[config.mk]
export PLATFORM = sky130hd
export DESIGN_NAME = wb_keys
export DESIGN_NICKNAME = d
export VERILOG_FILES = /design/src/wishbone_pkg.sv /design/src/wb_keys.sv
export SDC_FILE = /design/constraint.sdc
export NUM_CORES = 1
export LEC_CHECK = 0
export ABC_CLOCK_PERIOD_IN_PS = 1800
export BUFFER_PORTS_ARGS = -buffer_cell sky130_fd_sc_hd__buf_2
export CAP_MARGIN = 40
export CORE_UTILIZATION = 37
export DETAILED_ROUTE_END_ITERATION = 8
export HOLD_SLACK_MARGIN = 0.08
export PLACE_DENSITY = 0.84
export SYNTH_ARGS = -nofsm -noshare
export SYNTH_HDL_FRONTEND = slang
export SYNTH_SLANG_ARGS = --single-unit
[constraint.sdc]
create_clock -name clk -period 1.8 [get_ports clk]
set_clock_uncertainty 0.15 [all_clocks]
set_input_delay 0.36 -clock clk [delete_from_list [all_inputs] [get_ports clk]]
set_output_delay 0.36 -clock clk [all_outputs]
set_load 0.03 [all_outputs]
[src/wishbone_pkg.sv]
package wishbone_pkg;

  // **************************************************
  // bus structs
  // **************************************************

  // master to slave request held steady while stalled
  typedef struct packed {
    logic [31:0] Adr;
    logic [31:0] Data;
    logic        We;
    logic [3:0]  Sel;   // byte enables
    logic        Cyc;
    logic        Stb;
    logic [3:0]  Tga;
    logic [3:0]  Tgd;
    logic [3:0]  Tgc;
  } bus_req_t;

  // slave to master
  typedef struct packed {
    logic        Ack;
    logic        Stall;
    logic        Err;
    logic        Rty;
    logic [31:0] Data;
    logic [3:0]  Tga;   // echoed from the request
    logic [3:0]  Tgd;
    logic [3:0]  Tgc;
  } bus_rsp_t;

  // **************************************************
  // address map
  // **************************************************

  localparam logic [31:0] MEM_ADDR_LO  = 32'h0000_0000;
  localparam logic [31:0] MEM_ADDR_HI  = 32'h0000_7FFF;
  localparam logic [31:0] LED_ADDR_LO  = 32'hC000_0000;
  localparam logic [31:0] LED_ADDR_HI  = 32'hC000_FFFF;
  localparam logic [31:0] KEYS_ADDR_LO = 32'hC100_0000;
  localparam logic [31:0] KEYS_ADDR_HI = 32'hC100_FFFF;

  // 32 KiB of 32-bit words
  localparam int MEM_WORDS = 8192;

  // leds out and keys in share one width
  localparam int LED_WIDTH = 8;

  // keys block registers, byte offsets
  localparam logic [31:0] KEYS_LEVEL_OFS = 32'h0000_0000;
  localparam logic [31:0] KEYS_PRESS_OFS = 32'h0000_0004;

  // outstanding strobes per slave
  localparam int STB_CNT_W = 16;

endpackage
[src/wb_keys.sv]
`timescale 1ns/1ps

module wb_keys (
  input  logic                                 clk,
  input  logic                                 rst,
  input  wishbone_pkg::bus_req_t               bus_i,
  output wishbone_pkg::bus_rsp_t               bus_o,
  input  logic [wishbone_pkg::LED_WIDTH-1:0]   keys_i
);

  import wishbone_pkg::*;

  logic [LED_WIDTH-1:0] key_meta;
  logic [LED_WIDTH-1:0] key_level;
  logic [LED_WIDTH-1:0] key_prev;
  logic [LED_WIDTH-1:0] press_q;
  logic [LED_WIDTH-1:0] key_rise;
  logic [LED_WIDTH-1:0] press_clr;
  logic                 req_ok;
  logic                 ack_q;
  logic [31:0]          rdata_q;
  logic [3:0]           tga_q;
  logic [3:0]           tgd_q;
  logic [3:0]           tgc_q;

  // busy while the ack is pending, so one access every other cycle
  assign req_ok    = bus_i.Cyc & bus_i.Stb & ~ack_q;
  assign key_rise  = key_level & ~key_prev;
  assign press_clr = (req_ok & bus_i.We & bus_i.Sel[0] & (bus_i.Adr == KEYS_PRESS_OFS))
                   ? bus_i.Data[LED_WIDTH-1:0] : '0;  // write ones to clear

  always_ff @(posedge clk)
  begin
    if (rst)
    begin
      key_meta  <= '0;
      key_level <= '0;
      key_prev  <= '0;
      press_q   <= '0;
      ack_q     <= 1'b0;
    end
    else
    begin
      key_meta  <= keys_i;     // two-flop sync
      key_level <= key_meta;
      key_prev  <= key_level;
      press_q   <= (press_q & ~press_clr) | key_rise;  // new press beats clear
      ack_q     <= req_ok;
    end
  end

  always_ff @(posedge clk)
  begin
    if (req_ok)
    begin
      if (bus_i.Adr == KEYS_PRESS_OFS)
        rdata_q <= {{(32-LED_WIDTH){1'b0}}, press_q};
      else if (bus_i.Adr == KEYS_LEVEL_OFS)
        rdata_q <= {{(32-LED_WIDTH){1'b0}}, key_level};
      else
        rdata_q <= '0;
      tga_q <= bus_i.Tga;
      tgd_q <= bus_i.Tgd;
      tgc_q <= bus_i.Tgc;
    end
  end

  always_comb
  begin
    bus_o       = '0;
    bus_o.Ack   = ack_q;
    bus_o.Stall = ack_q;
    bus_o.Data  = rdata_q;
    bus_o.Tga   = tga_q;
    bus_o.Tgd   = tgd_q;
    bus_o.Tgc   = tgc_q;
  end

endmodule

Word-level counts from Yosys, hierarchy flattened
Index checks and enable logic that the tools add are counted.

word-level totals
  bits in registers = 77
  input bits = 93

operators by class
  equal/unequal tests = 1
  multiplexer cells = 3
  bitwise logic cells = 11
  reductions and logical operators = 1

operator list
  cell                   count
  $eq A32 B3 Y1 const B  1
  $logic_not A32 Y1      1
  $mux W8                3
  $and A8 B8 Y8          2
  $not A8 Y8             2
  $or A8 B8 Y8           1
  $and A1 B1 Y1          5
  $not A1 Y1             1

Logic depth before layout (Yosys ltp)
  depth in word-level cells = 9
  gate-level depth with buffers = 5
  mapped depth without buffers = 4

Least setup slack after synthesis
No wires, ideal clock.

  path type = input to register
  from = in bus_i[12] (netlist bit)
  to = reg press_q[0]
  data arrival time = 1,511 ps
  data required time = 1,514 ps
  slack = 3 ps
  stages = 4
  buffers on the path = 0
  cell sequence = and3b_1 -> nand3_1 -> nor2_1 -> a21oi_1

between the ends
  longest elaborated chain between the ends = 9

RTL lines
  what                        RTL line       text
  from (decl)                 wb_keys.sv:6   input wishbone_pkg::bus_req_t bus_i,
  $and A1 B1 Y1 (2 in a row)  wb_keys.sv:27  assign req_ok = bus_i.Cyc & bus_i.Stb & ~ack_q;
  $and A1 B1 Y1 (3 in a row)  wb_keys.sv:29  assign press_clr = (req_ok & bus_i.We & bus_i.Sel[0] & (bus_i.Adr == KEYS_PRESS_OFS))
  $mux W8                     wb_keys.sv:30  ? bus_i.Data[LED_WIDTH-1:0] : '0;
  $not A8 Y8                  wb_keys.sv:47  press_q <= (press_q & ~press_clr) | key_rise;
  $and A8 B8 Y8               wb_keys.sv:47
  $or A8 B8 Y8                wb_keys.sv:47
  to (signal assigned)        wb_keys.sv:47
  to (decl)                   wb_keys.sv:16  logic [LED_WIDTH-1:0] press_q;

Every way passes these cells.
A chain may end at the register's enable or synchronous reset.

Worst setup path in the final report
  from = in bus_i[65] (netlist bit)
  to = reg rdata_q[3] (data pin)

between the ends
  longest elaborated chain between the ends = 3
  elaborated cells on any way between the ends = 4
  classes of those cells = 1 x eq/ne; 2 x mux; 1 x reduce/logical

RTL lines
  what                  RTL line       text
  $logic_not A32 Y1     wb_keys.sv:58  else if (bus_i.Adr == KEYS_LEVEL_OFS)
  $mux W8               wb_keys.sv:58
  $mux W8 *             wb_keys.sv:56  if (bus_i.Adr == KEYS_PRESS_OFS)
  to (signal assigned)  wb_keys.sv:57  rdata_q <= {{(32-LED_WIDTH){1'b0}}, press_q};
  to (signal assigned)  wb_keys.sv:59  rdata_q <= {{(32-LED_WIDTH){1'b0}}, key_level};
  to (decl)             wb_keys.sv:21  logic [31:0] rdata_q;

Every way passes the cells marked *; elsewhere a longest branch is shown, timed or not.

==> results.sh <==
export IMPL_status="completed"
export IMPL_cp_required_ns=1.81
export IMPL_r2r_slack_ns=0.50
export IMPL_utilization_pct=49.82
export IMPL_pin_count=141
export IMPL_synth_area_leader_cell="dfxtp_1"
export IMPL_die_w_um=78.05
export IMPL_wl_um=3652
export IMPL_place_ws_ns=0.03001
export IMPL_insertion_delay_ns=0.30
export IMPL_powerDensity_nw_per_um2=804.3
export IMPL_async_flop_share_pct=0
export IMPL_ant_nets=0
export IMPL_cp_max_fo=8
export IMPL_wl_per_cell_um=10.17
export IMPL_drc=0
export IMPL_peakVddDrop_uv=399.8
export IMPL_worstPathArrival_ns=1.45
export IMPL_cp_top_family="simple AND/OR/NAND/NOR gates"
export IMPL_multi_input_area_sq_um=729.5
export IMPL_io_buffers=87
export IMPL_cts_buffers=5
export IMPL_dr_pass1_iters=6
export IMPL_synthFlopType="dfxtp_1"
export IMPL_synthTopCellsByCount="dfxtp_1, nor2b_1, buf_4"
export IMPL_path_cells="buf_2, nor4_4, nand4_4, or2_1, nor2_2"
export IMPL_rr_worst_depth=5
export IMPL_cts_tree="yes"
export IMPL_die_h_um=78.05
export IMPL_synth_edff_count=20
export IMPL_hold_buffers=2
export IMPL_grt_ovfl_total=0
export IMPL_syn2layout_area_growth_pct=29.01
export IMPL_gr_usage_all_layers_pct=11.70
export IMPL_finalCritPeriodShare_pct=79.79
export IMPL_slowest_stage="or2_1"
export IMPL_antenna_found_initial=0
export IMPL_max_stage_delay_ns=0.38
export IMPL_start_util_pct=38.62
export IMPL_viasPerCell=4.189
export IMPL_rr_startpoint="ack_q"
export IMPL_post_cts_setup_buffers=0
export IMPL_ys_types=24
export IMPL_cts_repair_resized=0
export IMPL_fillers=519
export IMPL_ys_ff_latch=53
export IMPL_yosysTopAreaCellShare_pct=30.88
export IMPL_max_cap_violations=0
export IMPL_cts_root_buf="clkbuf_8"
export IMPL_fp_dieArea_sq_um=6091
export IMPL_hp_class="in -> reg"
export IMPL_hold_start="keys_i[3]"
export IMPL_finalNetCount=379
export IMPL_via_count=1504
export IMPL_worst_slack_ns=0.3638
export IMPL_seq_area_sq_um=1261
export IMPL_grt_pass1_vias=1345
export IMPL_endpoint_kind="flip-flop"
export IMPL_yosysWarnings=0
export IMPL_hold_viol_final=0
export IMPL_avgSynthCellArea_sq_um=11.69
export IMPL_rr_endpoint="press_q[3]"
export IMPL_diodes=0
export IMPL_final_cells=359
export IMPL_grt_max_degree=17
export IMPL_whs_ns=0.1226
export IMPL_drive_above_1_share_pct=39.02
export IMPL_worstSetupPathType="in -> reg"
export IMPL_gp_congestion=0.7223
export IMPL_clk_pin_slew_ns=0.09
export IMPL_core_area_sq_um=5540
export IMPL_finalCriticalPeriod_ns=1.436
export IMPL_critPathBufInv=1
export IMPL_netlist_top_cells_area="dfxtp_1, edfxtp_1, buf_4"
export IMPL_dp_hpwl_um=2839
export IMPL_netlist_instances=183
export IMPL_syn_cell_area_sq_um=2140
export IMPL_rsz0062_at_grt="false"
export IMPL_num_rows=27
export IMPL_yosys_cell_count_top_type="dfxtp_1"
export IMPL_setup_viol=0
export IMPL_fin_setup_tns_ns=0
export IMPL_start_kind="input pin"
export IMPL_fmax_ghz=0.6963
export IMPL_dp_cells=339
export IMPL_slew_violations=0
export IMPL_seq_area_frac_synth_pct=58.95
export IMPL_grt_pass1_wl_um=5595
export IMPL_drt_initial_drc_count=62
export IMPL_p_leak_nw=1.230
export IMPL_hold_end="key_meta[3]"
export IMPL_clock_sinks=53
export IMPL_cts_htree_levels=2
export IMPL_clockBufferDepth=2
export IMPL_hold_depth=2
## routing by layer
metal / GRT usage [%] / wire [um]
met1: 10.97 / 1406
met2: 22.02 / 1847
met3: 5.000 / 329
met4: 4.815 / 69
met5: 0 / 0
## worst register-to-register path, stage by stage, from the launching register on
cell and delay, ns:
dfxtp_1 0.33, and3b_1 0.29, nand3_1 0.09, nor2_1 0.09, buf_4 0.16, a21oi_1 0.07
## through the flow
| step | power (mW) | cell area (sq um) |
|---|---|---|
| 4_1_cts | 2.230 | 2660 |
| 3_5_place_dp | 1.623 | 2557 |
| 2_1_floorplan | 1.560 | 2233 |
| 3_3_place_gp | 1.616 | 2557 |
| 5_1_grt | 2.324 | 2760 |
| 6_report | 2.220 | 2760 |
## state kept, by name, indices dropped and copies added, names as in the netlist
name       count
key_prev       8
key_meta       8
ack_q          1
tga_q          4
tgd_q          4
key_level      8
tgc_q          4
rdata_q        8
press_q        8
## how the worst max path moves through the flow
stage | startpoint | to | slack, ns | cells after the start
6_report | bus_i[65] | rdata_q[3] | 0.36 | 5
4_1_cts | bus_i[65] | rdata_q[3] | 0.35 | 5
2_1_floorplan | bus_i[12] | press_q[0] | 0.003 | 4
3_3_place_gp | bus_i[65] | rdata_q[6] | 0.07 | 5
5_1_grt | bus_i[78] | rdata_q[7] | 0.29 | 5
3_5_place_dp | bus_i[65] | rdata_q[5] | 0.03 | 5
## report_power, final
| part | total [mW] | switching, mW | internal [mW] | leakage, nW |
|---|---|---|---|---|
| logic | 0.307 | 0.191 | 0.116 | 0.722 |
| registers | 1.31 | 0.0149 | 1.29 | 0.463 |
| clock network | 0.606 | 0.336 | 0.270 | 0.0450 |
## layout make-up
class / instances / share of cell area (%)
clock buffer: 6 / 2.629
clock inverter: 2 / 0.3626
inverter: 1 / 0.1360
multi-input combinational: 121 / 26.43
sequential: 53 / 45.69
tap: 72 / 3.264
timing repair buffer: 104 / 21.49
## logic make-up (layout without fill, tap and decap cells)
logic type / Yosys count / after routing / share of synthesized area (%)
DFF: 53 / 53 / 58.95
and+or+nand+nor: 71 / 71 / 22.05
AOI/OAI and AO/OA: 16 / 16 / 3.743
other: 1 / 26 / 0.1753
buffers and inverters: 34 / 113 / 11.34
muxes: 8 / 8 / 3.743
## placed cells by master (no fill, tap or decap)
master and n:
a21oi_1 16, and2_1 1, and3b_1 1, buf_2 87, buf_4 5, clkbuf_1 1
clkbuf_8 5, clkinv_2 2, conb_1 26, dfxtp_1 33, dlygate4sd3_1 12, edfxtp_1 20
inv_2 1, mux2i_1 8, nand2_1 8, nand3_1 1, nand4_1 1, nand4_4 1
nor2_1 1, nor2_2 8, nor2b_1 32, nor3_1 9, nor4_1 4, nor4_4 3
or2_1 1
No activity file was read; power rests on OpenSTA's default activity.
