--- config.mk ---
export PLATFORM = sky130hd
export DESIGN_NAME = mmc_wb
export DESIGN_NICKNAME = d
export VERILOG_FILES = /design/src/wishbone_pkg.sv /design/src/mmc_wb.sv
export SDC_FILE = /design/constraint.sdc
export NUM_CORES = 1
export LEC_CHECK = 0
export BUFFER_PORTS_ARGS = -buffer_cell sky130_fd_sc_hd__buf_2
export CAP_MARGIN = 20
export CORE_AREA = 2 2 203 205
export DETAILED_ROUTE_END_ITERATION = 7
export DIE_AREA = 0 0 205 207
export PLACE_DENSITY = 0.39
export RECOVER_POWER = 100
export SLEW_MARGIN = 25
export SYNTH_ARGS = -nofsm -noshare
export SYNTH_HDL_FRONTEND = slang
export SYNTH_SLANG_ARGS = --single-unit
--- constraint.sdc ---
create_clock -name clk -period 3.3 [get_ports clk]
set_input_delay 0.165 -clock clk [delete_from_list [all_inputs] [get_ports clk]]
set_output_delay 0.165 -clock clk [all_outputs]
set_load 0.005 [all_outputs]
--- src/wishbone_pkg.sv ---
package wishbone_pkg;

  // **************************************************
  // bus structs
  // **************************************************

  // master to slave request held steady while stalled
  typedef struct packed {
    logic [31:0] Adr;
    logic [31:0] Data;
    logic        We;
    logic [3:0]  Sel;   // byte enables
    logic        Cyc;
    logic        Stb;
    logic [3:0]  Tga;
    logic [3:0]  Tgd;
    logic [3:0]  Tgc;
  } bus_req_t;

  // slave to master
  typedef struct packed {
    logic        Ack;
    logic        Stall;
    logic        Err;
    logic        Rty;
    logic [31:0] Data;
    logic [3:0]  Tga;   // echoed from the request
    logic [3:0]  Tgd;
    logic [3:0]  Tgc;
  } bus_rsp_t;

  // **************************************************
  // address map
  // **************************************************

  localparam logic [31:0] MEM_ADDR_LO  = 32'h0000_0000;
  localparam logic [31:0] MEM_ADDR_HI  = 32'h0000_7FFF;
  localparam logic [31:0] LED_ADDR_LO  = 32'hC000_0000;
  localparam logic [31:0] LED_ADDR_HI  = 32'hC000_FFFF;
  localparam logic [31:0] KEYS_ADDR_LO = 32'hC100_0000;
  localparam logic [31:0] KEYS_ADDR_HI = 32'hC100_FFFF;

  // 32 KiB of 32-bit words
  localparam int MEM_WORDS = 8192;

  // leds out and keys in share one width
  localparam int LED_WIDTH = 8;

  // keys block registers, byte offsets
  localparam logic [31:0] KEYS_LEVEL_OFS = 32'h0000_0000;
  localparam logic [31:0] KEYS_PRESS_OFS = 32'h0000_0004;

  // outstanding strobes per slave
  localparam int STB_CNT_W = 16;

endpackage
--- src/mmc_wb.sv ---
`timescale 1ns/1ps

module mmc_wb (
  input  logic                   clk,
  input  logic                   rst,

  input  wishbone_pkg::bus_req_t riscv_mmc_i,
  output wishbone_pkg::bus_rsp_t mmc_riscv_o,

  output wishbone_pkg::bus_req_t mmc_mem_o,
  input  wishbone_pkg::bus_rsp_t mem_mmc_i,

  output wishbone_pkg::bus_req_t mmc_led_o,
  input  wishbone_pkg::bus_rsp_t led_mmc_i,

  output wishbone_pkg::bus_req_t mmc_keys_o,
  input  wishbone_pkg::bus_rsp_t keys_mmc_i
);

  import wishbone_pkg::*;

  logic                 mem_hit;
  logic                 led_hit;
  logic                 keys_hit;
  logic                 bus_stall;
  logic                 null_ack;

  logic [STB_CNT_W-1:0] mem_stb_cnt;
  logic [STB_CNT_W-1:0] led_stb_cnt;
  logic [STB_CNT_W-1:0] keys_stb_cnt;

  // **************************************************
  // master to slaves
  // **************************************************

  assign mem_hit  = (riscv_mmc_i.Adr >= MEM_ADDR_LO) && (riscv_mmc_i.Adr <= MEM_ADDR_HI);
  assign led_hit  = (riscv_mmc_i.Adr >= LED_ADDR_LO) && (riscv_mmc_i.Adr <= LED_ADDR_HI);
  assign keys_hit = (riscv_mmc_i.Adr >= KEYS_ADDR_LO) && (riscv_mmc_i.Adr <= KEYS_ADDR_HI);

  // all fields fan out, only the matching slave sees Stb
  always_comb
  begin
    mmc_mem_o      = riscv_mmc_i;
    mmc_mem_o.Adr  = riscv_mmc_i.Adr - MEM_ADDR_LO;
    mmc_mem_o.Stb  = riscv_mmc_i.Stb & mem_hit;

    mmc_led_o      = riscv_mmc_i;
    mmc_led_o.Adr  = riscv_mmc_i.Adr - LED_ADDR_LO;
    mmc_led_o.Stb  = riscv_mmc_i.Stb & led_hit;

    mmc_keys_o     = riscv_mmc_i;
    mmc_keys_o.Adr = riscv_mmc_i.Adr - KEYS_ADDR_LO;
    mmc_keys_o.Stb = riscv_mmc_i.Stb & keys_hit;
  end

  // **************************************************
  // outstanding strobe counters
  // **************************************************

  always_ff @(posedge clk)
  begin
    if (rst)
    begin
      mem_stb_cnt  <= '0;
      led_stb_cnt  <= '0;
      keys_stb_cnt <= '0;
    end
    else
    begin
      // raw strobes in, acks out
      mem_stb_cnt  <= mem_stb_cnt + STB_CNT_W'(mmc_mem_o.Stb)
                      - STB_CNT_W'(mem_mmc_i.Ack);
      led_stb_cnt  <= led_stb_cnt + STB_CNT_W'(mmc_led_o.Stb)
                      - STB_CNT_W'(led_mmc_i.Ack);
      keys_stb_cnt <= keys_stb_cnt + STB_CNT_W'(mmc_keys_o.Stb)
                      - STB_CNT_W'(keys_mmc_i.Ack);
    end
  end

  // only a slave with work in flight may hold the master
  assign bus_stall = ((mem_stb_cnt != '0) & mem_mmc_i.Stall)
                   | ((led_stb_cnt != '0) & led_mmc_i.Stall)
                   | ((keys_stb_cnt != '0) & keys_mmc_i.Stall);

  // **************************************************
  // slaves to master
  // **************************************************

  always_comb
  begin
    mmc_riscv_o = '0;

    if (mem_mmc_i.Ack | mem_mmc_i.Err | mem_mmc_i.Rty)
    begin
      mmc_riscv_o = mem_mmc_i;
    end

    if (led_mmc_i.Ack | led_mmc_i.Err | led_mmc_i.Rty)
    begin
      mmc_riscv_o = led_mmc_i;
    end

    if (keys_mmc_i.Ack | keys_mmc_i.Err | keys_mmc_i.Rty)
    begin
      mmc_riscv_o = keys_mmc_i;
    end

    if (null_ack)
    begin
      mmc_riscv_o     = '0;  // zero data and tags
      mmc_riscv_o.Ack = 1'b1;
      mmc_riscv_o.Err = 1'b1;
    end

    mmc_riscv_o.Stall = bus_stall;
  end

  // unmapped strobe gets ack+err next cycle so the master never hangs
  always_ff @(posedge clk)
  begin
    if (rst)
    begin
      null_ack <= 1'b0;
    end
    else
    begin
      null_ack <= riscv_mmc_i.Cyc & riscv_mmc_i.Stb & ~bus_stall
                  & ~(mem_hit | led_hit | keys_hit);
    end
  end

endmodule

==> Yosys cells after proc, flatten, opt, wreduce, memory -nomap -nowiden <==
Index checks and enable logic that the tools add are counted.
{ "classes": {"n_mux": 4, "n_bitwise": 21, "magnitude_cmp": 6, "n_addsub": 8, "n_reduce_logical": 6} }
{ "op_table": {"columns": ["cell", "count"], "rows": [
  ["2-to-1 mux 48 bit", 4],
  [">= comparator 32 bit, second input constant", 2],
  ["<= comparator 32 bit, second input constant", 2],
  ["subtractor 32 bit, second input constant", 2],
  ["adder 16 x 1 -> 16 bit", 3],
  ["nonzero test 16 bit", 3],
  ["subtractor 16 x 1 -> 16 bit", 3],
  [">= comparator 32 x 1 -> 1 bit, second input constant", 1],
  ["<= comparator 32 x 15 -> 1 bit, second input constant", 1],
  ["bitwise OR 1 bit", 10],
  ["AND 1 bit", 9],
  ["logical AND 1 bit", 3],
  ["inverter 1 bit", 2]
]} }
{ "totals": {"inputBits": 229, "ff_bits": 49, "out_inout_bits": 297, "elab_cells": 49} }

==> Longest topological paths before layout <==
{ "depth": {"depth_word": 7, "mapped_depth": 15, "ltp_nobuf": 15} }

==> Worst setup path after synthesis <==
OpenSTA, ideal clock, no wires.
{ "synth_timing": {"path_type": "input -> register", "start": "input riscv_mmc_i[79] (netlist bit)", "end": "register mem_stb_cnt[14]", "path_buffers": 0, "cell_stages": 13, "setup_slack_ns": 0.294, "arrival_time_ns": 2.928, "path_cell_list": "nor4_1 and3_1 o21a_1 nor2_1 and2_1 ha_1 fa_1 a21oi_1 o221ai_2 a311oi_1 nor3b_1 o21a_1 nor3_1"} }
{ "synth_lines": {"columns": ["element", "line_no", "source"], "rows": [
  ["from (decl)", "mmc_wb.sv:7", "input wishbone_pkg::bus_req_t riscv_mmc_i,"],
  ["to (signal assigned)", "mmc_wb.sv:71", "mem_stb_cnt <= mem_stb_cnt + STB_CNT_W'(mmc_mem_o.Stb)"],
  ["to (decl)", "mmc_wb.sv:28", "logic [STB_CNT_W-1:0] mem_stb_cnt;"]
]} }

==> Worst setup path in the final report <==
{ "layout_timing": {"start": "input riscv_mmc_i[79] (netlist bit)", "end": "register mem_stb_cnt[14]"} }
{ "layout_via": {"elab_chain_cells": 5, "word_cells_on_any_way": 6, "cone_classes": "2 x add/sub; 2 x order compare; 1 x bitwise; 1 x reduce/logical"} }
{ "layout_lines": {"columns": ["element", "line_no", "source"], "rows": [
  [">= comparator 32 x 1 -> 1 bit or <= comparator 32 x 15 -> 1 bit (tied branches)", "mmc_wb.sv:36", "assign mem_hit = (riscv_mmc_i.Adr >= MEM_ADDR_LO) && (riscv_mmc_i.Adr <= MEM_ADDR_HI);"],
  ["logical AND 1 bit (*)", "mmc_wb.sv:36", null],
  ["AND 1 bit (*)", "mmc_wb.sv:45", "mmc_mem_o.Stb = riscv_mmc_i.Stb & mem_hit;"],
  ["adder 16 x 1 -> 16 bit (*)", "mmc_wb.sv:71", null],
  ["subtractor 16 x 1 -> 16 bit (*)", "mmc_wb.sv:72", "- STB_CNT_W'(mem_mmc_i.Ack);"]
]} }
Every way passes the cells marked *; elsewhere a longest branch is shown, timed or not.
A chain may end at the register's enable or synchronous reset.

==> Flow_metrics.wiki <==
{| class="wikitable"
! Metric !! Value
|-
| Maximum clock skew at final layout || 0.0106 ns
|-
| Max-slew headroom || -23.4%
|-
| Number of pins exceeding their max-slew limit in the final report || 48
|-
| Total count of hold-check failures in the final report || 0
|-
| DR WL/cell || 19.8 um
|-
| Sum of overflow across all layers after global routing || 0
|-
| Critical Path Fanout Max || 2
|-
| Max Cap Violations || 1
|-
| Overall Power || 5.95 mW
|-
| Die Width || 205 um
|-
| Gr usage total || 14.0%
|-
| Met1 wire length || 12400 um
|-
| Final Wtd Congestion || 0.830
|-
| Final hold slack || 0.190 ns
|-
| Synth Area in Compound Gates || 21.0%
|-
| Number of register bits inferred by synthesis || 49
|-
| Clk_lat worst skew || 0.30 ns
|-
| Floorplan core area || 40400 sq um
|-
| Via count || 6502
|-
| Number of standard cells in the layout, taps in and fillers out || 1585
|-
| Unrepaired setup endpoints after global routing || no
|-
| Max H-tree Level || 2
|-
| Area leader, netlist || sky130_fd_sc_hd__buf_4
|-
| Worst vdd rail ir drop || 0.000430 V
|-
| Commonest cells after routing, fill and taps aside || 217 x sky130_fd_sc_hd__buf_2, 117 x sky130_fd_sc_hd__clkbuf_1, 109 x sky130_fd_sc_hd__nor2_1
|-
| Tmin final || 2.98 ns
|-
| Critical Path AT || 3.19 ns
|-
| Fill count || 4699
|-
| DPL Wire Length || 27600 um
|-
| Failing checks || capacitance limit, slew limit
|-
| Origin of the worst min-delay path || riscv_mmc_i[12]
|-
| Via count of the first global-routing pass || 6396
|-
| Most common cell after layout, fill and taps aside || sky130_fd_sc_hd__buf_2
|-
| Run status || finished, violations left
|-
| Maximum clock frequency || 336 MHz
|-
| Post-route core utilization || 19.5%
|-
| Pwr per Cell Area || 758 nW/um^2
|-
| Number of detailed-routing iterations run before antenna repair || 4
|-
| Required time of the worst setup path || 3.52 ns
|-
| Synthesized netlist cell count || 925
|-
| Ranking of synthesized cells by area || sky130_fd_sc_hd__buf_4 25%, sky130_fd_sc_hd__dfxtp_1 14%, sky130_fd_sc_hd__ha_1 13%, sky130_fd_sc_hd__nor2_1 5.8%, sky130_fd_sc_hd__a211oi_1 5.2%
|-
| Largest family of logic cells by synthesized area || buffers and inverters
|-
| Actual slew at the worst max-slew pin || 1.85 ns
|-
| DR iter-0 viols || 303
|-
| Hold/Removal Path Class || input port to register
|-
| Number of ports placed on the die boundary || 526
|-
| Met2 Routed Length || 15200 um
|-
| Number of port buffers || 329
|-
| Starting density of the core || 17.4%
|-
| WS Path Type || input port to register
|-
| Syn-to-layout area delta || 12.1%
|-
| Number of nets with antenna violations after routing || 0
|-
| EDFF count, synth || 0
|-
| TritonCTS Buffers || 5
|-
| Number of different library cells in the post-synthesis netlist || 59
|-
| Post-CTS Setup Bufs || 0
|-
| Final net count || 1354
|-
| Register clock-pin slew on the reported worst setup and hold paths || 0.08 ns
|-
| Cell with the biggest individual delay on the critical path || sky130_fd_sc_hd__fa_1
|-
| Fraction of layout cells with a size suffix above 1 || 27.6%
|-
| Site Rows || 74
|-
| CTS sink cnt || 49
|-
| Cell at the root of the clock tree || sky130_fd_sc_hd__clkbuf_16
|-
| Synthesized-area fraction occupied by and/or/nand/nor cells || 14.4%
|-
| Worst path max stage delay || 0.40 ns
|-
| Part of the cycle the worst path needs || 90.2%
|-
| Post-Syn Area || 7010 sq um
|-
| Mean instance size in the synthesized netlist || 7.58 sq um
|-
| Xor and xnor fraction of the mapped netlist area || 4.37%
|-
| Number of remaining DRC errors || 0
|-
| Initial antenna violation count || 9
|-
| Capturing element type of the critical path || register
|-
| Critical path origin || riscv_mmc_i[79]
|-
| Standby leakage power || 3.47 nW
|-
| Yosys warns || 0
|-
| Sequential area share after synthesis || 14.0%
|-
| Inst Count DP || 1572
|-
| Sum of negative setup slack || 0 ns
|-
| Critical Path Source Type || input port
|-
| Total detailed-routing wirelength || 31400 um
|-
| Async SR Flop Fraction || 0%
|-
| Highest metal layer with signal wires || met5
|-
| Multiplexer share of the synthesized area || 0.964%
|-
| Routed vias/inst || 4.10
|-
| Maximum number of buffers from clock root to sink || 2
|-
| Maximum number of pins on one net before global-route repair || 88
|-
| Die Footprint || 42400 sq um
|-
| Share of Yosys cell area claimed by the top area cell type || 25.4%
|-
| Final number of setup-violating endpoints || 0
|-
| Die H || 207 um
|-
| Adder-cell area share of the yosys netlist || 14.2%
|-
| TritonCTS clock tree || built
|-
| R2r startpoint || keys_stb_cnt[0]
|-
| Synth Flop Type || sky130_fd_sc_hd__dfxtp_1
|-
| Number of nets produced by synthesis || 1232
|-
| Wire length on met3 || 2530 um
|-
| Global-route wire length before repair || 43000 um
|-
| Worst-path cell chain || clkbuf_1 > nor4_2 > buf_4 > and3_1 > o21a_1 > nor2_1 > and2_0 > ha_1 > clkbuf_1 > fa_1 > a21oi_2 > o221ai_2 > a311oi_2 > nor3b_1 > o21a_1 > nor3_1
|}
==> stage by stage <==
stage	setup slack (ns)	cell area [sq um]
after detailed placement	-0.305	7840
after global routing	0.0459	7850
final	0.324	7860
after CTS	0.108	8030
after floorplan	0.294	7010
after global placement	-0.347	7840
==> synth_stat cells (all sizes together), types with 9 or more instances <==
| cell | n |
|---|---|
| nand3 | 9 |
| nor2 | 110 |
| dfxtp | 49 |
| a22oi | 45 |
| xor2 | 14 |
| xnor2 | 21 |
| buf | 246 |
| nor3 | 11 |
| nor4 | 10 |
| clkbuf | 20 |
| inv | 74 |
| o21ai | 13 |
| a211oi | 49 |
| ha | 75 |
| nand2 | 21 |
| o21bai | 9 |
| a21oi | 31 |
| nor2b | 20 |
==> power breakdown <==
| part | internal [mW] | switching, mW |
|---|---|---|
| Clock | 0.434 | 0.249 |
| Combinational | 1.98 | 2.32 |
| Sequential | 0.844 | 0.118 |
| Total | 3.26 | 2.69 |
==> worst paths after layout <==
path,end,slack (ns),cells past startpoint
worst min-delay path,null_ack,0.19,3
worst max-delay path,mem_stb_cnt[14],0.32,16
worst min register to register,mem_stb_cnt[15],0.64,4
worst max register to register,keys_stb_cnt[15],0.71,12
==> worst max-delay path, delay by kind of cell <==
kind,cells,cell delay (ns)
compound gates,5,0.99
buf+inv,3,0.42
simple gates,6,0.98
fa+ha+maj,2,0.62
==> registers in the layout, summed over array words and instances (netlist names) <==
signal,flops
keys_stb_cnt,16
led_stb_cnt,16
mem_stb_cnt,16
null_ack,1
==> cells by family after synthesis <==
kind of cell / after synthesis
buffers and inverters: 340
muxes: 6
xor gates and xnor gates: 35
DFF: 49
adders and majority gates: 78
and+or+nand+nor: 214
AOI/OAI and AO/OA: 203
==> repair_timing <==
item	CTS	global route
hold buffers	0	0
pin swaps	0	0
setup endpoints to repair	2	5
resized for setup	1	4
==> routing by layer <==
layer | vias up | GRT usage (%)
met5 | - | 0.230
met1 | 2952 | 15.9
met2 | 315 | 24.4
met3 | 37 | 4.11
li1 | 3196 | -
met4 | 2 | 5.36
==> layout make-up <==
class                   count  area (sq um)  area share, %
diodes                      5          12.5          0.159
clock buffers               5           125           1.59
clock inverters             3          65.1          0.828
inverters                  74           278           3.54
multi-input cells         536          3880           49.4
flip-flops and latches     49           981           12.5
well taps                 532           666           8.47
repair buffers            381          1850           23.5
No activity file was read; power rests on OpenSTA's default activity.
