**src/wishbone_pkg.sv**
```systemverilog
package wishbone_pkg;

  // **************************************************
  // bus structs
  // **************************************************

  // master to slave request held steady while stalled
  typedef struct packed {
    logic [31:0] Adr;
    logic [31:0] Data;
    logic        We;
    logic [3:0]  Sel;   // byte enables
    logic        Cyc;
    logic        Stb;
    logic [3:0]  Tga;
    logic [3:0]  Tgd;
    logic [3:0]  Tgc;
  } bus_req_t;

  // slave to master
  typedef struct packed {
    logic        Ack;
    logic        Stall;
    logic        Err;
    logic        Rty;
    logic [31:0] Data;
    logic [3:0]  Tga;   // echoed from the request
    logic [3:0]  Tgd;
    logic [3:0]  Tgc;
  } bus_rsp_t;

  // **************************************************
  // address map
  // **************************************************

  localparam logic [31:0] MEM_ADDR_LO  = 32'h0000_0000;
  localparam logic [31:0] MEM_ADDR_HI  = 32'h0000_7FFF;
  localparam logic [31:0] LED_ADDR_LO  = 32'hC000_0000;
  localparam logic [31:0] LED_ADDR_HI  = 32'hC000_FFFF;
  localparam logic [31:0] KEYS_ADDR_LO = 32'hC100_0000;
  localparam logic [31:0] KEYS_ADDR_HI = 32'hC100_FFFF;

  // 32 KiB of 32-bit words
  localparam int MEM_WORDS = 8192;

  // leds out and keys in share one width
  localparam int LED_WIDTH = 8;

  // keys block registers, byte offsets
  localparam logic [31:0] KEYS_LEVEL_OFS = 32'h0000_0000;
  localparam logic [31:0] KEYS_PRESS_OFS = 32'h0000_0004;

  // outstanding strobes per slave
  localparam int STB_CNT_W = 16;

endpackage
```
**src/wb_led.sv**
```systemverilog
`timescale 1ns/1ps

module wb_led (
  input  logic                                 clk,
  input  logic                                 rst,
  input  wishbone_pkg::bus_req_t               bus_i,
  output wishbone_pkg::bus_rsp_t               bus_o,
  output logic [wishbone_pkg::LED_WIDTH-1:0]   led_o
);

  import wishbone_pkg::*;

  logic                 req_ok;
  logic                 ack_q;
  logic [LED_WIDTH-1:0] led_q;
  logic [31:0]          rdata_q;
  logic [3:0]           tga_q;
  logic [3:0]           tgd_q;
  logic [3:0]           tgc_q;

  assign req_ok = bus_i.Cyc & bus_i.Stb;

  always_ff @(posedge clk)
  begin
    if (rst)
    begin
      ack_q <= 1'b0;
      led_q <= '0;
    end
    else
    begin
      ack_q <= req_ok;
      if (req_ok & bus_i.We & bus_i.Sel[0])
        led_q <= bus_i.Data[LED_WIDTH-1:0];  // lane 0 only
    end
  end

  // readback zero-extended, registered with the ack
  always_ff @(posedge clk)
  begin
    if (req_ok)
    begin
      rdata_q <= {{(32-LED_WIDTH){1'b0}}, led_q};
      tga_q   <= bus_i.Tga;
      tgd_q   <= bus_i.Tgd;
      tgc_q   <= bus_i.Tgc;
    end
  end

  always_comb
  begin
    bus_o      = '0;
    bus_o.Ack  = ack_q;
    bus_o.Data = rdata_q;
    bus_o.Tga  = tga_q;
    bus_o.Tgd  = tgd_q;
    bus_o.Tgc  = tgc_q;
  end

  assign led_o = led_q;

endmodule

```
**config.mk**
```make
export PLATFORM = sky130hd
export DESIGN_NAME = wb_led
export DESIGN_NICKNAME = d
export VERILOG_FILES = /design/src/wishbone_pkg.sv /design/src/wb_led.sv
export SDC_FILE = /design/constraint.sdc
export NUM_CORES = 1
export LEC_CHECK = 0
export ABC_AREA = 1
export BUFFER_PORTS_ARGS = -buffer_cell sky130_fd_sc_hd__clkbuf_2
export CAP_MARGIN = 20
export CORE_MARGIN = 4
export CORE_UTILIZATION = 29
export CTS_CLUSTER_SIZE = 40
export DETAILED_ROUTE_END_ITERATION = 7
export PLACE_DENSITY = 0.78
export SLEW_MARGIN = 20
export SYNTH_ARGS = -nofsm -noshare
export SYNTH_HDL_FRONTEND = slang
export SYNTH_SLANG_ARGS = --single-unit
```
**constraint.sdc**
```tcl
create_clock -name clk -period 1 [get_ports clk]
set_clock_uncertainty 0.1 [all_clocks]
set_input_delay 0.05 -clock clk [delete_from_list [all_inputs] [get_ports clk]]
set_output_delay 0.05 -clock clk [all_outputs]
set_load 0.01 [all_outputs]
```
Word level (Yosys, flattened, before mapping) --
Index checks and enable logic that the tools add are counted.
Storage, ports and cells: memory bits (writable) 0, register bits after elaboration 29, memory bits (read-only) 0, latch bits 0, memories kept 0
Operators by class: shifts and indexed selects 0, multipliers 0, bitwise operators 3, $add $sub $neg 0, magnitude comparators 0, div/mod/pow operators 0, equality and inequality tests 0, multiplexer cells 0, reductions and logical operators 0
Operators with widths (number):
- 1-bit AND | 3

Depth between registers and ports, before layout --
Gate-level depths: netlist (run 1).
word-level depth 3, gate-level depth with buffers 6

Worst setup path after synthesis (run 1) --
OpenSTA, ideal clock, no wires.
path kind input to register, start input port bus_i[13] in the netlist's numbering, end register rdata_q[0] (enable), library setup time 0.375 ns, arrival 0.531 ns, path slack -0.005 ns, path buffers 0, stages on the path 2, cells stage by stage nand2_2 -> inv_1
Between the ends: longest elaborated chain between the ends 1
RTL lines:
- start: declaration | line wb_led.sv:6 | input wishbone_pkg::bus_req_t bus_i,
- 1-bit AND | line wb_led.sv:21 | assign req_ok = bus_i.Cyc & bus_i.Stb;
- named net req_ok | line wb_led.sv:13 | logic req_ok;
- end signal: assignment | line wb_led.sv:43 | rdata_q <= {{(32-LED_WIDTH){1'b0}}, led_q};
- end: declaration | line wb_led.sv:16 | logic [31:0] rdata_q;
The timed path passes the listed nets, and every way through them passes these cells. A chain may end at the register's enable or synchronous reset.

Final worst setup path (run 1) --
start register tgc_q[0], end output port bus_o[0] in the netlist's numbering
RTL lines:
- start: declaration | line wb_led.sv:19 | logic [3:0] tgc_q;
- start signal: assignment | line wb_led.sv:46 | tgc_q <= bus_i.Tgc;
- end: declaration | line wb_led.sv:7 | output wishbone_pkg::bus_rsp_t bus_o,
No word-level cell between the ends.

==> results of run 1 <==
-- timing repair --
action                                 4_1_cts  5_1_grt
resized for setup                            0        7
endpoints found under the hold margin       21        0
setup endpoints to repair                    0        8
hold buffers                                22        0
-- area by class of cell --
class,instances,area [µm²],share of cell area (%)
clock buffer,6,72.6,4.18
clock inverter,2,10.0,0.576
inverter,10,45.0,2.59
multi-input combinational,63,259,14.9
sequential,29,781,44.9
tap,50,62.6,3.60
timing repair buffer,76,508,29.2
-- cells by family (layout without fill, tap and decap cells) --
family,count (synthesis),count (layout)
flops,29,29
buf+inv,39,94
simple gates,36,36
other cells,1,27
-- worst paths after layout --
path / to / slack [ns] / depth (start not counted)
max: bus_o[0] / 0.06 / 1
min: ack_q / 0.03 / 2
max reg2reg: led_o[4] / 0.27 / 2
min reg2reg: rdata_q[1] / 0.36 / 0
-- layer usage --
layer	global-route usage, %	up-vias	share of wire (%)
met5	0	-	0
li1	-	432	-
met3	3.60	5	16
met1	8.83	358	34
met2	16.7	64	49
met4	4.38	0	1.3
-- per-stage QoR --
stage	setup WS, ns	power (mW)
2_1_floorplan	0.104	1.60
5_1_grt	0.00852	2.68
4_1_cts	0.0336	2.59
3_3_place_gp	0.0377	1.64
3_5_place_dp	0.0328	1.65
6_report	0.0622	2.55
-- Yosys cell counts, drive strengths merged --
cell and number:
edfxtp 20, dfxtp 9, conb 1, nand2 18, buf 29, inv 10, nor2 18
-- state kept, by name, indices dropped and copies added (netlist names) --
register / flops
ack_q: 1
led_o: 8
tga_q: 4
tgc_q: 4
tgd_q: 4
rdata_q: 8
-- report_power, final --
part | switching, mW | internal [mW] | total [mW]
clock network | 0.376 | 0.480 | 0.855
registers | 0.0217 | 1.35 | 1.37
logic | 0.174 | 0.152 | 0.326
total | 0.572 | 1.98 | 2.55
==> impl_metrics.xml, run 1 <==
<?xml version="1.0" encoding="UTF-8"?>
<metrics>
  <group name="routing">
    <metric name="antenna_violating_nets_post_route" unit="">0</metric>
    <metric name="dr.pass1.iters" unit="">3</metric>
    <metric name="detail_route.wl_per_cell" unit="µm">10.0</metric>
    <metric name="vias" unit="">859</metric>
    <metric name="viasPerCell" unit="">3.64</metric>
    <metric name="drt_first_iter_violations" unit="">17</metric>
    <metric name="wirelength" unit="mm">2.36</metric>
    <metric name="drt_drc_violations_left" unit="">0</metric>
  </group>
  <group name="sta">
    <metric name="fin_crit_sh" unit="%">93.8</metric>
    <metric name="hold_slack" unit="ns">0.0312</metric>
    <metric name="timing.setup.tns" unit="ns">0</metric>
    <metric name="fmax" unit="GHz">1.07</metric>
    <metric name="final_max_slew_viol_count" unit="">0</metric>
    <metric name="rsz0062_at_grt" unit="">false</metric>
    <metric name="post-route-min-period" unit="ns">0.938</metric>
    <metric name="setup_violations" unit="">0</metric>
    <metric name="timing_hold_violations_final" unit="">0</metric>
  </group>
  <group name="worst_setup_path">
    <metric name="critPathBufInv" unit="">1</metric>
    <metric name="timing.rr.start" unit="">led_o[4]</metric>
    <metric name="cp-startpoint" unit="">tgc_q[0]</metric>
    <metric name="critical_path_peak_fanout" unit="">1</metric>
    <metric name="cp_endpoint_kind" unit="">primary output</metric>
    <metric name="cp_slowest_stage_delay" unit="ns">0.38</metric>
    <metric name="arrival" unit="ns">0.79</metric>
    <metric name="setup.worst_path.class" unit="">flip-flop to primary output</metric>
    <metric name="cell_chain_critical_path" unit="">clkbuf_2</metric>
    <metric name="worstSetupStartpointType" unit="">flip-flop</metric>
    <metric name="worst_ep_required_time" unit="ns">0.85</metric>
    <metric name="critPathTopFamily" unit="">flip-flops</metric>
    <metric name="crit_slowest_cell" unit="">sky130_fd_sc_hd__edfxtp_1</metric>
  </group>
  <group name="place">
    <metric name="weighted_congestion_reported_at_the_end_of_routability_driven_placement" unit="">0.654</metric>
    <metric name="placed_area" unit="mm²">0.00142</metric>
    <metric name="place.detailed.instances" unit="">207</metric>
    <metric name="hpwlAfterDp" unit="mm">1.85</metric>
    <metric name="port_bufs" unit="">54</metric>
  </group>
  <group name="cells_and_area">
    <metric name="final_antenna_diode_count" unit="">0</metric>
    <metric name="final_util" unit="%">43.8</metric>
    <metric name="num-fill-cells" unit="">373</metric>
    <metric name="final-instance-count-excl-fill" unit="">236</metric>
    <metric name="nNetsFinal" unit="">270</metric>
    <metric name="areaGrowthSynthToFinish" unit="%">46.2</metric>
    <metric name="stdcell_area" unit="mm²">0.00174</metric>
    <metric name="most-common-layout-cells" unit="">53 x sky130_fd_sc_hd__clkbuf_2, 27 x sky130_fd_sc_hd__conb_1, 21 x sky130_fd_sc_hd__dlygate4sd3_1</metric>
    <metric name="mostFrequentLayoutCell" unit="">sky130_fd_sc_hd__clkbuf_2</metric>
    <metric name="drive_above_1_share" unit="%">37.6</metric>
  </group>
  <group name="yosys">
    <metric name="synth_compound_area_share" unit="%">0</metric>
    <metric name="synth_largest_area_cell" unit="">sky130_fd_sc_hd__edfxtp_1</metric>
    <metric name="syn_avg_cell_area" unit="µm²">11.3</metric>
    <metric name="mappedNetlistArea" unit="mm²">0.00119</metric>
    <metric name="synth_top_cells_by_area" unit="">sky130_fd_sc_hd__edfxtp_1 51%, sky130_fd_sc_hd__buf_4 18%, sky130_fd_sc_hd__dfxtp_1 15%</metric>
    <metric name="xor_xnor_share_of_the_synthesized_area" unit="%">0</metric>
    <metric name="yosys.area_share.simple" unit="%">12.2</metric>
    <metric name="synth_top_area_share" unit="%">50.5</metric>
    <metric name="synth.area.mux_share" unit="%">0</metric>
    <metric name="yosysSeqAreaShare" unit="%">65.7</metric>
    <metric name="synth_cell_types" unit="">10</metric>
    <metric name="yosys_register_bits" unit="">29</metric>
    <metric name="yosys.area_share.adder" unit="%">0</metric>
    <metric name="synth_top_family_by_area" unit="">buffers and inverters</metric>
    <metric name="syn_inst" unit="">105</metric>
    <metric name="synth_warnings" unit="">0</metric>
  </group>
  <group name="pwr">
    <metric name="pwr_density_cell" unit="mW/mm²">1470</metric>
    <metric name="leak_pwr" unit="nW">0.833</metric>
    <metric name="ir_drop" unit="µV">625</metric>
  </group>
  <group name="cts">
    <metric name="post-cts-setup-buffers" unit="">0</metric>
    <metric name="cts_tree" unit="">done</metric>
    <metric name="clock_path_buffers" unit="">2</metric>
    <metric name="cts.sinks" unit="">29</metric>
    <metric name="htreeDepth" unit="">2</metric>
    <metric name="cts.root.buffer_cell" unit="">sky130_fd_sc_hd__clkbuf_8</metric>
    <metric name="insertion_delay" unit="ns">0.27</metric>
    <metric name="clkTransAtPathRegs" unit="ns">0.06</metric>
    <metric name="cts_inserted_buffers" unit="">5</metric>
  </group>
  <group name="grt">
    <metric name="vias_in_the_first_global_route" unit="">810</metric>
    <metric name="gr-total-overflow" unit="">0</metric>
    <metric name="grt_antenna_before_repair" unit="">0</metric>
    <metric name="wire_length_of_the_first_global_routing_pass" unit="mm">3.52</metric>
    <metric name="grt_max_degree" unit="">21</metric>
    <metric name="grt.total_usage" unit="%">9.11</metric>
  </group>
  <group name="flow_run">
    <metric name="drv.max_cap_violation_count" unit="">0</metric>
  </group>
  <group name="min_path">
    <metric name="holdCritPathClass" unit="">input pin to flip-flop</metric>
    <metric name="hold_path_startpoint" unit="">rst</metric>
  </group>
  <group name="floorplanning">
    <metric name="die_h" unit="µm">72.0</metric>
    <metric name="die_area" unit="mm²">0.00519</metric>
    <metric name="die_width" unit="µm">72.0</metric>
    <metric name="initial_utilization" unit="%">29.9</metric>
    <metric name="floorplan.core_area" unit="mm²">0.00397</metric>
    <metric name="row_count" unit="">23</metric>
    <metric name="ioPinCount" unit="">141</metric>
  </group>
  <group name="run_status">
    <metric name="run_status" unit="">finished clean</metric>
  </group>
</metrics>
No activity file was read; power rests on OpenSTA's default activity.
==> run 2, diff against run 1 <==
--- a/config.mk
+++ b/config.mk
@@ -5,14 +5,13 @@
 export SDC_FILE = /design/constraint.sdc
 export NUM_CORES = 1
 export LEC_CHECK = 0
-export ABC_AREA = 1
 export BUFFER_PORTS_ARGS = -buffer_cell sky130_fd_sc_hd__clkbuf_2
 export CAP_MARGIN = 20
 export CORE_MARGIN = 4
-export CORE_UTILIZATION = 29
+export CORE_UTILIZATION = 30
 export CTS_CLUSTER_SIZE = 40
 export DETAILED_ROUTE_END_ITERATION = 7
-export PLACE_DENSITY = 0.78
+export PLACE_DENSITY = 0.79
 export SLEW_MARGIN = 20
 export SYNTH_ARGS = -nofsm -noshare
 export SYNTH_HDL_FRONTEND = slang
==> impl_metrics.xml, run 2 <==
<?xml version="1.0" encoding="UTF-8"?>
<metrics>
  <group name="run_status">
    <metric name="run_status" unit="">finished clean</metric>
  </group>
  <group name="worst_setup_path">
    <metric name="crit_slowest_cell" unit="">sky130_fd_sc_hd__edfxtp_1</metric>
    <metric name="critPathTopFamily" unit="">flip-flops</metric>
    <metric name="worst_ep_required_time" unit="ns">0.85</metric>
    <metric name="timing.reg2reg.setup_slack" unit="ns">0.30</metric>
    <metric name="cell_chain_critical_path" unit="">clkbuf_2</metric>
    <metric name="worstReg2RegEnd" unit="">led_o[0]</metric>
    <metric name="timing.rr.start" unit="">led_o[0]</metric>
    <metric name="arrival" unit="ns">0.80</metric>
    <metric name="cp_endpoint_kind" unit="">primary output</metric>
    <metric name="cp_slowest_stage_delay" unit="ns">0.38</metric>
    <metric name="setup.worst_path.class" unit="">flip-flop to primary output</metric>
    <metric name="worstSetupStartpointType" unit="">flip-flop</metric>
    <metric name="critical_path_peak_fanout" unit="">1</metric>
    <metric name="ff2ff_path_depth" unit="">2</metric>
    <metric name="critPathBufInv" unit="">1</metric>
  </group>
  <group name="sta">
    <metric name="rsz0062_at_grt" unit="">false</metric>
    <metric name="timing.setup.tns" unit="ns">0</metric>
    <metric name="finalWorstSetupSlack" unit="ns">0.0522</metric>
    <metric name="fmax" unit="GHz">1.06</metric>
    <metric name="hold_slack" unit="ns">0.0504</metric>
    <metric name="fin_crit_sh" unit="%">94.8</metric>
    <metric name="setup_violations" unit="">0</metric>
    <metric name="post-route-min-period" unit="ns">0.948</metric>
    <metric name="final_max_slew_viol_count" unit="">0</metric>
    <metric name="timing_hold_violations_final" unit="">0</metric>
  </group>
  <group name="cts">
    <metric name="cts.root.buffer_cell" unit="">sky130_fd_sc_hd__clkbuf_8</metric>
    <metric name="clock_path_buffers" unit="">2</metric>
    <metric name="cts_inserted_buffers" unit="">5</metric>
    <metric name="cts.sinks" unit="">29</metric>
    <metric name="clkTransAtPathRegs" unit="ns">0.06</metric>
    <metric name="insertion_delay" unit="ns">0.27</metric>
    <metric name="post-cts-setup-buffers" unit="">0</metric>
    <metric name="cts_tree" unit="">done</metric>
    <metric name="htreeDepth" unit="">2</metric>
  </group>
  <group name="cells_and_area">
    <metric name="areaGrowthSynthToFinish" unit="%">43.1</metric>
    <metric name="final_antenna_diode_count" unit="">0</metric>
    <metric name="final-instance-count-excl-fill" unit="">215</metric>
    <metric name="num-fill-cells" unit="">368</metric>
    <metric name="stdcell_area" unit="mm²">0.00174</metric>
    <metric name="mostFrequentLayoutCell" unit="">sky130_fd_sc_hd__clkbuf_2</metric>
    <metric name="drive_above_1_share" unit="%">37.1</metric>
    <metric name="nNetsFinal" unit="">251</metric>
    <metric name="most-common-layout-cells" unit="">54 x sky130_fd_sc_hd__clkbuf_2, 27 x sky130_fd_sc_hd__conb_1, 20 x sky130_fd_sc_hd__dlygate4sd3_1, 20 x sky130_fd_sc_hd__edfxtp_1, 16 x sky130_fd_sc_hd__nand2b_1</metric>
    <metric name="final_util" unit="%">46.0</metric>
  </group>
  <group name="routing">
    <metric name="viasPerCell" unit="">3.80</metric>
    <metric name="drt_drc_violations_left" unit="">0</metric>
    <metric name="wl_met3" unit="µm">366</metric>
    <metric name="detail_route.wl_per_cell" unit="µm">11.5</metric>
    <metric name="vias" unit="">818</metric>
    <metric name="wirelength" unit="mm">2.47</metric>
    <metric name="antenna_violating_nets_post_route" unit="">0</metric>
    <metric name="wl_met2" unit="mm">1.09</metric>
    <metric name="drt_first_iter_violations" unit="">12</metric>
    <metric name="dr.pass1.iters" unit="">2</metric>
    <metric name="wl_met1" unit="µm">970</metric>
    <metric name="topRoutingLayerUsed" unit="">met4</metric>
  </group>
  <group name="yosys">
    <metric name="synth_top_area_share" unit="%">49.5</metric>
    <metric name="syn_avg_cell_area" unit="µm²">13.9</metric>
    <metric name="synth_top_cells_by_count" unit="">28 x sky130_fd_sc_hd__buf_4, 20 x sky130_fd_sc_hd__edfxtp_1, 16 x sky130_fd_sc_hd__nand2b_1</metric>
    <metric name="yosys.cell_count.top_type" unit="">sky130_fd_sc_hd__buf_4</metric>
    <metric name="mappedNetlistArea" unit="mm²">0.00121</metric>
    <metric name="yosys_register_bits" unit="">29</metric>
    <metric name="synth_warnings" unit="">0</metric>
    <metric name="synth_largest_area_cell" unit="">sky130_fd_sc_hd__edfxtp_1</metric>
    <metric name="syn_inst" unit="">87</metric>
    <metric name="yosysSeqAreaShare" unit="%">64.4</metric>
    <metric name="postSynth.asyncResetShare" unit="%">0</metric>
    <metric name="synth_flop_cell" unit="">sky130_fd_sc_hd__edfxtp_1</metric>
    <metric name="synth_top_cells_by_area" unit="">sky130_fd_sc_hd__edfxtp_1 50%, sky130_fd_sc_hd__buf_4 17%, sky130_fd_sc_hd__dfxtp_1 15%</metric>
    <metric name="synth_edf_count" unit="">20</metric>
    <metric name="synth_cell_types" unit="">11</metric>
  </group>
  <group name="grt">
    <metric name="grt_antenna_before_repair" unit="">0</metric>
    <metric name="vias_in_the_first_global_route" unit="">809</metric>
    <metric name="grt.total_usage" unit="%">9.63</metric>
    <metric name="wire_length_of_the_first_global_routing_pass" unit="mm">3.66</metric>
    <metric name="grt_max_degree" unit="">22</metric>
    <metric name="gr-total-overflow" unit="">0</metric>
  </group>
  <group name="place">
    <metric name="dp_worst_slack" unit="ns">0.121</metric>
    <metric name="place.detailed.instances" unit="">187</metric>
    <metric name="weighted_congestion_reported_at_the_end_of_routability_driven_placement" unit="">0.624</metric>
    <metric name="port_bufs" unit="">54</metric>
    <metric name="placed_area" unit="mm²">0.00146</metric>
  </group>
  <group name="flow_run">
    <metric name="drv.max_cap_violation_count" unit="">0</metric>
  </group>
  <group name="min_path">
    <metric name="hold_path_startpoint" unit="">rst</metric>
    <metric name="hold-path-cell-count" unit="">2</metric>
    <metric name="holdCritPathClass" unit="">input pin to flip-flop</metric>
    <metric name="worst_hold_path.endpoint" unit="">ack_q</metric>
  </group>
  <group name="floorplanning">
    <metric name="row_count" unit="">22</metric>
    <metric name="die_width" unit="µm">71.6</metric>
    <metric name="initial_utilization" unit="%">32.1</metric>
    <metric name="floorplan.core_area" unit="mm²">0.00377</metric>
    <metric name="die_area" unit="mm²">0.00512</metric>
    <metric name="ioPinCount" unit="">141</metric>
    <metric name="die_h" unit="µm">71.6</metric>
  </group>
  <group name="pwr">
    <metric name="pwr_density_cell" unit="mW/mm²">1470</metric>
    <metric name="leak_pwr" unit="nW">0.779</metric>
    <metric name="ir_drop" unit="µV">392</metric>
    <metric name="power" unit="mW">2.54</metric>
  </group>
</metrics>
run 2: changes by cell type after synthesis, sizes merged, moves of 8 or more:
cell    change
nor2       -18
mux2i       +8
nand2b     +16
inv        -10
nand2      -18
run 2: what timing repair did:
item / 4_1_cts / 5_1_grt
resized for setup: 0 / 0
endpoints found under the hold margin: 20 / 0
hold buffers: 20 / 0
run 2: worst max-delay path by stage:
| stage | startpoint | to | slack (ns) | depth (start not counted) |
|---|---|---|---|---|
| after global routing | rdata_q[6] | bus_o[18] | 0.02 | 1 |
| after detailed placement | bus_i[18] | led_o[1] | 0.12 | 4 |
| final | rdata_q[6] | bus_o[18] | 0.05 | 1 |
| after global placement | bus_i[13] | tgc_q[1] | 0.14 | 3 |
| after CTS | rdata_q[6] | bus_o[18] | 0.03 | 1 |
| after floorplan | bus_i[13] | rdata_q[0] | 0.15 | 1 |
run 2: cell type report:
type / instances / area [µm²] / share of cell area, %
sequential: 29 / 781 / 45.0
timing repair buffer: 76 / 510 / 29.4
multi-input combinational: 54 / 304 / 17.5
clock buffer: 8 / 80.1 / 4.61
tap: 48 / 60.1 / 3.46
run 2: where the power goes:
group	switching, mW	total (mW)	internal (mW)
Clock	0.390	0.883	0.492
Combinational	0.155	0.306	0.150
Sequential	0.0159	1.36	1.34
Total	0.562	2.54	1.98
run 2: cells by family after synthesis:
kind of cell	count (synthesis)	share of synthesized area, %
buffers and inverters	30	18.7
flip-flops	29	64.4
AND/OR/NAND/NOR	19	10.0
multiplexers	8	6.61
other	1	0.309
run 2: routing by layer:
layer / GRT usage [%] / vias to the layer above
li1: - / 391
met1: 10.9 / 356
met2: 14.8 / 64
met3: 4.91 / 7
met4: 5.01 / 0
met5: 0 / -
